===== config.mk =====
export PLATFORM = sky130hd
export DESIGN_NAME = deser_top
export DESIGN_NICKNAME = d
export VERILOG_FILES = /design/src/deser_pkg.sv /design/src/deser_slice_if.sv /design/src/deser_flit_ctrl.sv /design/src/deser_slice_store.sv /design/src/deser_pop_assemble.sv /design/src/deser_top.sv
export SDC_FILE = /design/constraint.sdc
export NUM_CORES = 1
export LEC_CHECK = 0
export BUFFER_PORTS_ARGS = -buffer_cell sky130_fd_sc_hd__buf_2
export CORE_UTILIZATION = 35
export CTS_CLUSTER_SIZE = 10
export DETAILED_ROUTE_END_ITERATION = 6
export GPL_TIMING_DRIVEN = 0
export HOLD_SLACK_MARGIN = 0.1
export PLACE_DENSITY_LB_ADDON = 0.12
export SYNTH_ARGS = -nofsm -noshare
export SYNTH_HDL_FRONTEND = slang
export SYNTH_SLANG_ARGS = --single-unit

===== constraint.sdc =====
create_clock -name clk -period 1.97 [get_ports clk]
set_clock_uncertainty 0.15 [all_clocks]
set_input_delay 0.4925 -clock clk [delete_from_list [all_inputs] [get_ports clk]]
set_output_delay 0.4925 -clock clk [all_outputs]
set_load 0.01 [all_outputs]

===== src/deser_pkg.sv =====
// Shared widths and types for the flit deserializer.
// The widths are fixed here, so the push-to-pop ratio is always 4.
// pop_width must be an exact multiple of push_width.

package deser_pkg;

  // --------------------
  // Widths
  // --------------------

  // Narrow flit width on the push side
  localparam int push_width = 8;

  // Wide flit width on the pop side
  localparam int pop_width = 32;

  // Sideband metadata, sampled on the completing push flit
  localparam int meta_width = 3;

  // Number of push flits that fill one pop flit
  localparam int ratio = pop_width / push_width;

  // Enough bits to count the push flits inside one pop flit
  localparam int flit_id_width = $clog2(ratio);

  // --------------------
  // Types
  // --------------------

  typedef logic [push_width-1:0]    push_flit_t;
  typedef logic [pop_width-1:0]     pop_flit_t;
  typedef logic [meta_width-1:0]    meta_t;
  typedef logic [flit_id_width-1:0] flit_id_t;

  // Position of the push flit that always completes a full pop flit
  localparam flit_id_t last_flit_id = flit_id_t'(ratio - 1);

  // Controller state; holding marks a completed pop flit that saw back-pressure
  typedef enum logic {
    collecting,
    holding
  } ctrl_state_t;

endpackage


===== src/deser_slice_if.sv =====
// Internal link between the flit controller, slice storage and pop assembly.
// Only the first ratio-1 slices are stored; the last one is always live.

`timescale 1ns/1ns

interface deser_slice_if;

  // Position of the current push flit inside the pop flit being built
  deser_pkg::flit_id_t flit_id;

  // Accepted push flit that does not complete the pop flit
  logic slice_load;

  // Push flit is valid and marks the end of the packet
  logic closing;

  // Live push data straight from the top-level port
  deser_pkg::push_flit_t push_data;

  // Staged slices, indexed by flit position
  deser_pkg::push_flit_t [deser_pkg::ratio-2:0] stored;

  // The controller owns the position and the load strobes
  modport ctrl (
    output flit_id,
    output slice_load,
    output closing
  );

  // Storage captures push data into the slot picked by flit_id
  modport store (
    input  flit_id,
    input  slice_load,
    input  push_data,
    output stored
  );

  // Assembly merges the stored slots with the live flit
  modport assemble (
    input flit_id,
    input closing,
    input push_data,
    input stored
  );

endinterface


===== src/deser_flit_ctrl.sv =====
// Flit-position counter and handshake control for the deserializer.
// The push flit, push_last and metadata must stay stable while push_valid
// is high and push_ready is low. The pop flit completes with zero latency.

`timescale 1ns/1ns

module deser_flit_ctrl (
  input  logic                clk,
  input  logic                reset,
  input  logic                push_valid,
  input  logic                push_last,
  input  logic                pop_ready,
  output logic                push_ready,
  output logic                pop_valid,
  output deser_pkg::flit_id_t pop_last_dont_care_count,
  deser_slice_if.ctrl         bus
);

  deser_pkg::flit_id_t    flit_id_q;
  deser_pkg::ctrl_state_t state_q;
  deser_pkg::ctrl_state_t state_d;
  logic                   completing;
  logic                   push_accept;
  logic                   pop_accept;

  // --------------------
  // Handshake decode
  // --------------------

  // A pop flit completes when its last slot arrives or the packet ends early
  assign completing = push_valid && (push_last || (flit_id_q == deser_pkg::last_flit_id));

  assign pop_valid = completing;

  // Non-completing flits go straight into storage, so they are always taken.
  // A completing flit has to wait for the pop side to take the wide flit
  assign push_ready = pop_ready || (!completing && (state_q == deser_pkg::collecting));

  assign push_accept = push_valid && push_ready;
  assign pop_accept  = pop_valid && pop_ready;

  // Drive the shared interface
  assign bus.flit_id    = flit_id_q;
  assign bus.closing    = push_valid && push_last;
  assign bus.slice_load = push_accept && !completing;

  // Slots past the closing flit carry stale data and are flagged here
  assign pop_last_dont_care_count = bus.closing ?
                                    deser_pkg::flit_id_t'(deser_pkg::last_flit_id - flit_id_q) :
                                    '0;

  // --------------------
  // Position counter
  // --------------------

  // A pop transfer starts the next pop flit at slot zero.
  // Otherwise each accepted push moves one slot on
  always_ff @(posedge clk) begin
    if (reset) begin
      flit_id_q <= '0;
    end else if (pop_accept) begin
      flit_id_q <= '0;
    end else if (push_accept) begin
      flit_id_q <= flit_id_q + 1'b1;
    end
  end

  // --------------------
  // Back-pressure state
  // --------------------

  // Holding tracks a completed pop flit that is stalled by pop_ready
  always_comb begin
    state_d = state_q;
    case (state_q)
      deser_pkg::collecting: begin
        if (pop_valid && !pop_ready) begin
          state_d = deser_pkg::holding;
        end
      end
      deser_pkg::holding: begin
        // Leave once the stalled flit is taken or is no longer offered
        if (pop_ready || !pop_valid) begin
          state_d = deser_pkg::collecting;
        end
      end
      default: begin
        state_d = deser_pkg::collecting;
      end
    endcase
  end

  always_ff @(posedge clk) begin
    if (reset) begin
      state_q <= deser_pkg::collecting;
    end else begin
      state_q <= state_d;
    end
  end

endmodule


===== src/deser_slice_store.sv =====
// Staging registers for every slice of the pop flit except the last.
// Each register loads only when its slot is selected, with no shifting.

`timescale 1ns/1ns

module deser_slice_store (
  input  logic         clk,
  input  logic         reset,
  deser_slice_if.store bus
);

  // One register per stored slot
  deser_pkg::push_flit_t [deser_pkg::ratio-2:0] slice_q;

  // --------------------
  // Demux into registers
  // --------------------

  // The flit position picks which slot takes the incoming push data.
  // A closing flit is never stored because assembly uses it live
  always_ff @(posedge clk) begin
    if (reset) begin
      slice_q <= '0;
    end else begin
      for (int i = 0; i < deser_pkg::ratio - 1; i++) begin
        if (bus.slice_load && (bus.flit_id == deser_pkg::flit_id_t'(i))) begin
          slice_q[i] <= bus.push_data;
        end
      end
    end
  end

  // Slots that were not written in this pop flit keep older data
  assign bus.stored = slice_q;

endmodule


===== src/deser_pop_assemble.sv =====
// Combinational build of the wide pop word from stored and live slices.
// msb_first=1 puts slot 0 in the top byte, msb_first=0 in the bottom byte.
// Slots after a closing flit show stale register contents.

`timescale 1ns/1ns

module deser_pop_assemble #(
  parameter bit msb_first = 1'b1
) (
  output deser_pkg::pop_flit_t pop_data,
  deser_slice_if.assemble      bus
);

  // --------------------
  // Slot placement
  // --------------------

  for (genvar i = 0; i < deser_pkg::ratio; i++) begin : g_slot
    // Bit offset of slot i inside the pop word
    localparam int lsb = msb_first ? (deser_pkg::ratio - 1 - i) * deser_pkg::push_width :
                                     i * deser_pkg::push_width;

    if (i < deser_pkg::ratio - 1) begin : g_stored
      logic live;

      // A closing flit lands in its own slot directly, with no register in between
      assign live = bus.closing && (bus.flit_id == deser_pkg::flit_id_t'(i));

      assign pop_data[lsb +: deser_pkg::push_width] = live ? bus.push_data : bus.stored[i];
    end else begin : g_last
      // The last slot is only ever filled by the flit that completes the word
      assign pop_data[lsb +: deser_pkg::push_width] = bus.push_data;
    end
  end

endmodule


===== src/deser_top.sv =====
// Flit deserializer top level that packs 8-bit push flits into one 32-bit pop flit.
// Push and pop use valid/ready; a push flit is held until it is accepted.
// push_last closes a pop flit early and pop_last_dont_care_count gives the
// number of unused trailing slots. Metadata is passed through live.

`timescale 1ns/1ns

module deser_top #(
  parameter bit msb_first = 1'b1
) (
  input  logic                  clk,
  input  logic                  reset,

  // Push side, narrow flits
  input  logic                  push_valid,
  output logic                  push_ready,
  input  deser_pkg::push_flit_t push_data,
  input  logic                  push_last,
  input  deser_pkg::meta_t      push_metadata,

  // Pop side, wide flits
  output logic                  pop_valid,
  input  logic                  pop_ready,
  output deser_pkg::pop_flit_t  pop_data,
  output logic                  pop_last,
  output deser_pkg::flit_id_t   pop_last_dont_care_count,
  output deser_pkg::meta_t      pop_metadata
);

  // Shared link between the three blocks
  deser_slice_if u_slice_if ();

  // Live push data feeds both storage and assembly
  assign u_slice_if.push_data = push_data;

  // --------------------
  // Control
  // --------------------

  deser_flit_ctrl u_ctrl (
    .clk                      (clk),
    .reset                    (reset),
    .push_valid               (push_valid),
    .push_last                (push_last),
    .pop_ready                (pop_ready),
    .push_ready               (push_ready),
    .pop_valid                (pop_valid),
    .pop_last_dont_care_count (pop_last_dont_care_count),
    .bus                      (u_slice_if.ctrl)
  );

  // --------------------
  // Datapath
  // --------------------

  deser_slice_store u_store (
    .clk   (clk),
    .reset (reset),
    .bus   (u_slice_if.store)
  );

  deser_pop_assemble #(
    .msb_first (msb_first)
  ) u_assemble (
    .pop_data (pop_data),
    .bus      (u_slice_if.assemble)
  );

  // The pop flit completes in the cycle of its final push flit,
  // so last and metadata come straight from that flit
  assign pop_last     = push_last;
  assign pop_metadata = push_metadata;

endmodule


==> impl_metrics.yaml <==
outcome:
  status: "finished with violations"
  failed_checks: "setup timing"
logic_synthesis:
  synth_warnings: 0
  syn_area_mm2: 0.00164
  synth_xor_xnor_area_share_pct: 0
  synth-compound-area-share_pct: 3.06
  syn-num-nets: 178
  synth_seq_area_share_pct: 33.1
  muxShareOfSynthArea_pct: 31.2
  synthSimpleGateAreaFrac_pct: 20.7
  postSynthCellCount: 158
  ys_types: 23
  synth_top_family_by_area: "multiplexers"
  synth-adder-area-share_pct: 3.06
  syn_area_per_cell_um2: 10.4
  yosys_register_bits: 27
final_layout:
  stdcell_count: 274
  final_nets: 243
  num_antenna_cells: 0
  area_growth_pct: 50.7
  drive_above_1_share_pct: 54.1
  n_fill_cell: 378
sta:
  setup_tns_ns: -6.27
  min_period_ns: 2.21
  postLayoutSetupSlackWorst_ns: -0.242
  slew_viol_final: 0
  holdWs_ns: 0.294
  finalHoldViolCount: 0
  fmax_ghz: 0.452
  relSlewSlack_pct: 62.7
  finalSetupViolCount: 40
  min_period_over_period_pct: 112
  worst_pin_slew_ns: 0.559
  rsz0062_at_grt: "yes"
cts:
  cts_buffers: 3
  root_buffer: "clkbuf_8"
  cts_tree: "built"
  clkLatencyLatePin_ns: 0.27
  cts_buffer_depth: 2
  clock-sinks: 27
  htreeDepth: 1
  clk_pin_slew_ns: 0.09
floorplan:
  rows: 24
  die-area_mm2: 0.00495
  die_h_um: 70.4
  fp.coreArea_mm2: 0.00441
  initial_core_util_pct: 37.0
  die_w_um: 70.4
  pin_count: 56
worst_setup_path:
  crit_buf_inv: 2
  worstPathRequired_ns: 1.33
  end_kind: "output port"
  arrival_ns: 1.57
  crit_family: "flip-flops"
  critPathKind: "reg -> out"
  slowest_stage: "dfxtp_4"
  max_stage_delay_ns: 0.38
  crit_chain: "inv_4, ha_4, nand3_4, mux2_4, buf_6"
  r2r_slack_ns: -0.09
  cp-start-kind: "register"
  worstPathMaxFanout: 8
pwr:
  cellLeakagePower_nw: 1.21
  powerDensity_mw_per_mm2: 502
  vdd_drop_max_uv: 310
placement:
  hpwl_um: 2740
  gp_congestion: 0.719
  detailedPlace.worstSlack_ns: -0.378
  dp.cells: 260
  io_buffers: 50
job:
  cap_viol_max_count: 0
global_routing:
  grt_max_degree: 15
  grtUsageTotal_pct: 16.6
  grt_pass1_wl_um: 6550
  grt_overflow_total: 0
  grt_pass1_vias: 1319
  antenna_found_initial: 0
worst_hold_path:
  hold_path_class: "in -> reg"
drt:
  vias: 1329
  wire_per_inst_um: 15.2
  drc: 0
  ant_nets: 0
  wl_um: 4170
  routed_via_density: 4.85
  drt-initial-drc-count: 34
  firstDrtPassIters: 4
==> kinds of logic (layout without fill, tap and decap cells) <==
group | count (synthesis) | after routing
DFF | 27 | 27
adders and majority gates | 4 | 4
AOI/OAI and AO/OA | 7 | 7
buffers and inverters | 22 | 86
muxes | 48 | 48
and+or+nand+nor | 50 | 50
==> report_power, final <==
group          switching (W)  leakage, nW  internal [W]
clock               0.000169       0.0228      0.000145
combinational       0.000148        0.969      0.000199
sequential         0.0000145        0.220      0.000563
total               0.000332         1.21      0.000906
==> stage by stage <==
| step | util (%) | cell area [um2] | total power, W |
|---|---|---|---|
| 2_1_floorplan | - | 1640 | 0.000743 |
| 3_3_place_gp | 44.2 | 1950 | 0.000824 |
| 3_5_place_dp | 44.2 | 1950 | 0.000830 |
| 4_1_cts | 53.6 | 2370 | 0.00123 |
| 5_1_grt | 55.8 | 2460 | 0.00130 |
| 6_report | 55.8 | 2460 | 0.00124 |
==> layout make-up <==
class,count,area (um2),share of cell area [%]
inverter,2,12.5,0.508
tap,52,65.1,2.64
timing repair buffer,60,497,20.2
clock buffer,4,45.0,1.83
sequential,27,548,22.2
multi-input combinational,109,1150,46.6
buffer,20,149,6.04
==> worst register-to-register path: cells and delay by family, from the launching register on <==
family	cells	cell delay, ns
simple gates	1	0.59
flops	1	0.38
compound gates	2	0.35
buf+inv	3	0.37
fa+ha+maj	1	0.15
==> state kept, by name, summed over array words and instances (netlist names) <==
name / count
u_store.bus.stored: 24
u_ctrl.bus.flit_id: 2
u_ctrl.state_q: 1
==> layout by cell type (no fill, tap or decap) <==
cell type and count:
a21o_1 2, buf_8 1, a21bo_2 1, nand2_1 2
nand2b_4 1, nor3b_1 1, buf_4 18, dfxtp_1 25
mux2i_1 24, nand3_1 2, dfxtp_4 2, buf_2 27
clkbuf_8 3, nor2b_1 1, clkbuf_1 4, nor2_1 2
o21bai_1 1, buf_6 31, inv_4 2, a21oi_1 2
o21a_1 1, or4b_1 3, or4b_4 1, nand2b_1 32
mux2_4 24, nand3_4 3, nor4b_4 2, ha_4 4
==> synth_stat cells <==
| library cell | n | area, um2 |
|---|---|---|
| nor2b_1 | 1 | 6.26 |
| o21a_1 | 1 | 7.51 |
| nand2b_1 | 32 | 200 |
| a21o_1 | 2 | 15.0 |
| nor3b_1 | 1 | 7.51 |
| nand3_1 | 5 | 25.0 |
| mux2i_1 | 24 | 240 |
| inv_1 | 2 | 7.51 |
| clkbuf_1 | 3 | 11.3 |
| nor4b_2 | 2 | 30.0 |
| buf_4 | 12 | 90.1 |
| mux2_2 | 24 | 270 |
| a21oi_1 | 2 | 10.0 |
| nand2b_4 | 1 | 13.8 |
| ha_1 | 4 | 50.1 |
| nor2_1 | 2 | 7.51 |
| buf_2 | 3 | 15.0 |
| o21bai_1 | 1 | 7.51 |
| nand2_1 | 2 | 7.51 |
| buf_6 | 2 | 22.5 |
| a21bo_2 | 1 | 10.0 |
| dfxtp_1 | 27 | 541 |
| or4b_1 | 4 | 40.0 |
==> worst paths after layout <==
| path | start | end | cells past startpoint |
|---|---|---|---|
| setup / recovery | u_ctrl.bus.flit_id[1] | pop_data[27] | 5 |
| hold / removal | pop_ready | u_ctrl.state_q | 2 |
| setup reg to reg | u_ctrl.bus.flit_id[0] | u_ctrl.bus.flit_id[1] | 7 |
| hold reg to reg | u_store.bus.stored[9] | u_store.bus.stored[9] | 2 |
==> metal layers <==
layer / GRT usage, % / part of all wire [%] / vias to the layer above
met3: 3.32 / 4.8 / 2
met5: 0 / 0 / -
li1: - / - / 661
met1: 21.0 / 45 / 620
met2: 29.8 / 49 / 46
met4: 2.00 / 0.29 / 0
==> repair_timing <==
action,4_1_cts,5_1_grt
setup endpoints to repair,26,44
gates cloned,0,0
gates resized for setup,65,17
hold buffers,0,0
pin swaps,7,6
buffers inserted,7,3
No activity file was read; power rests on OpenSTA's default activity.
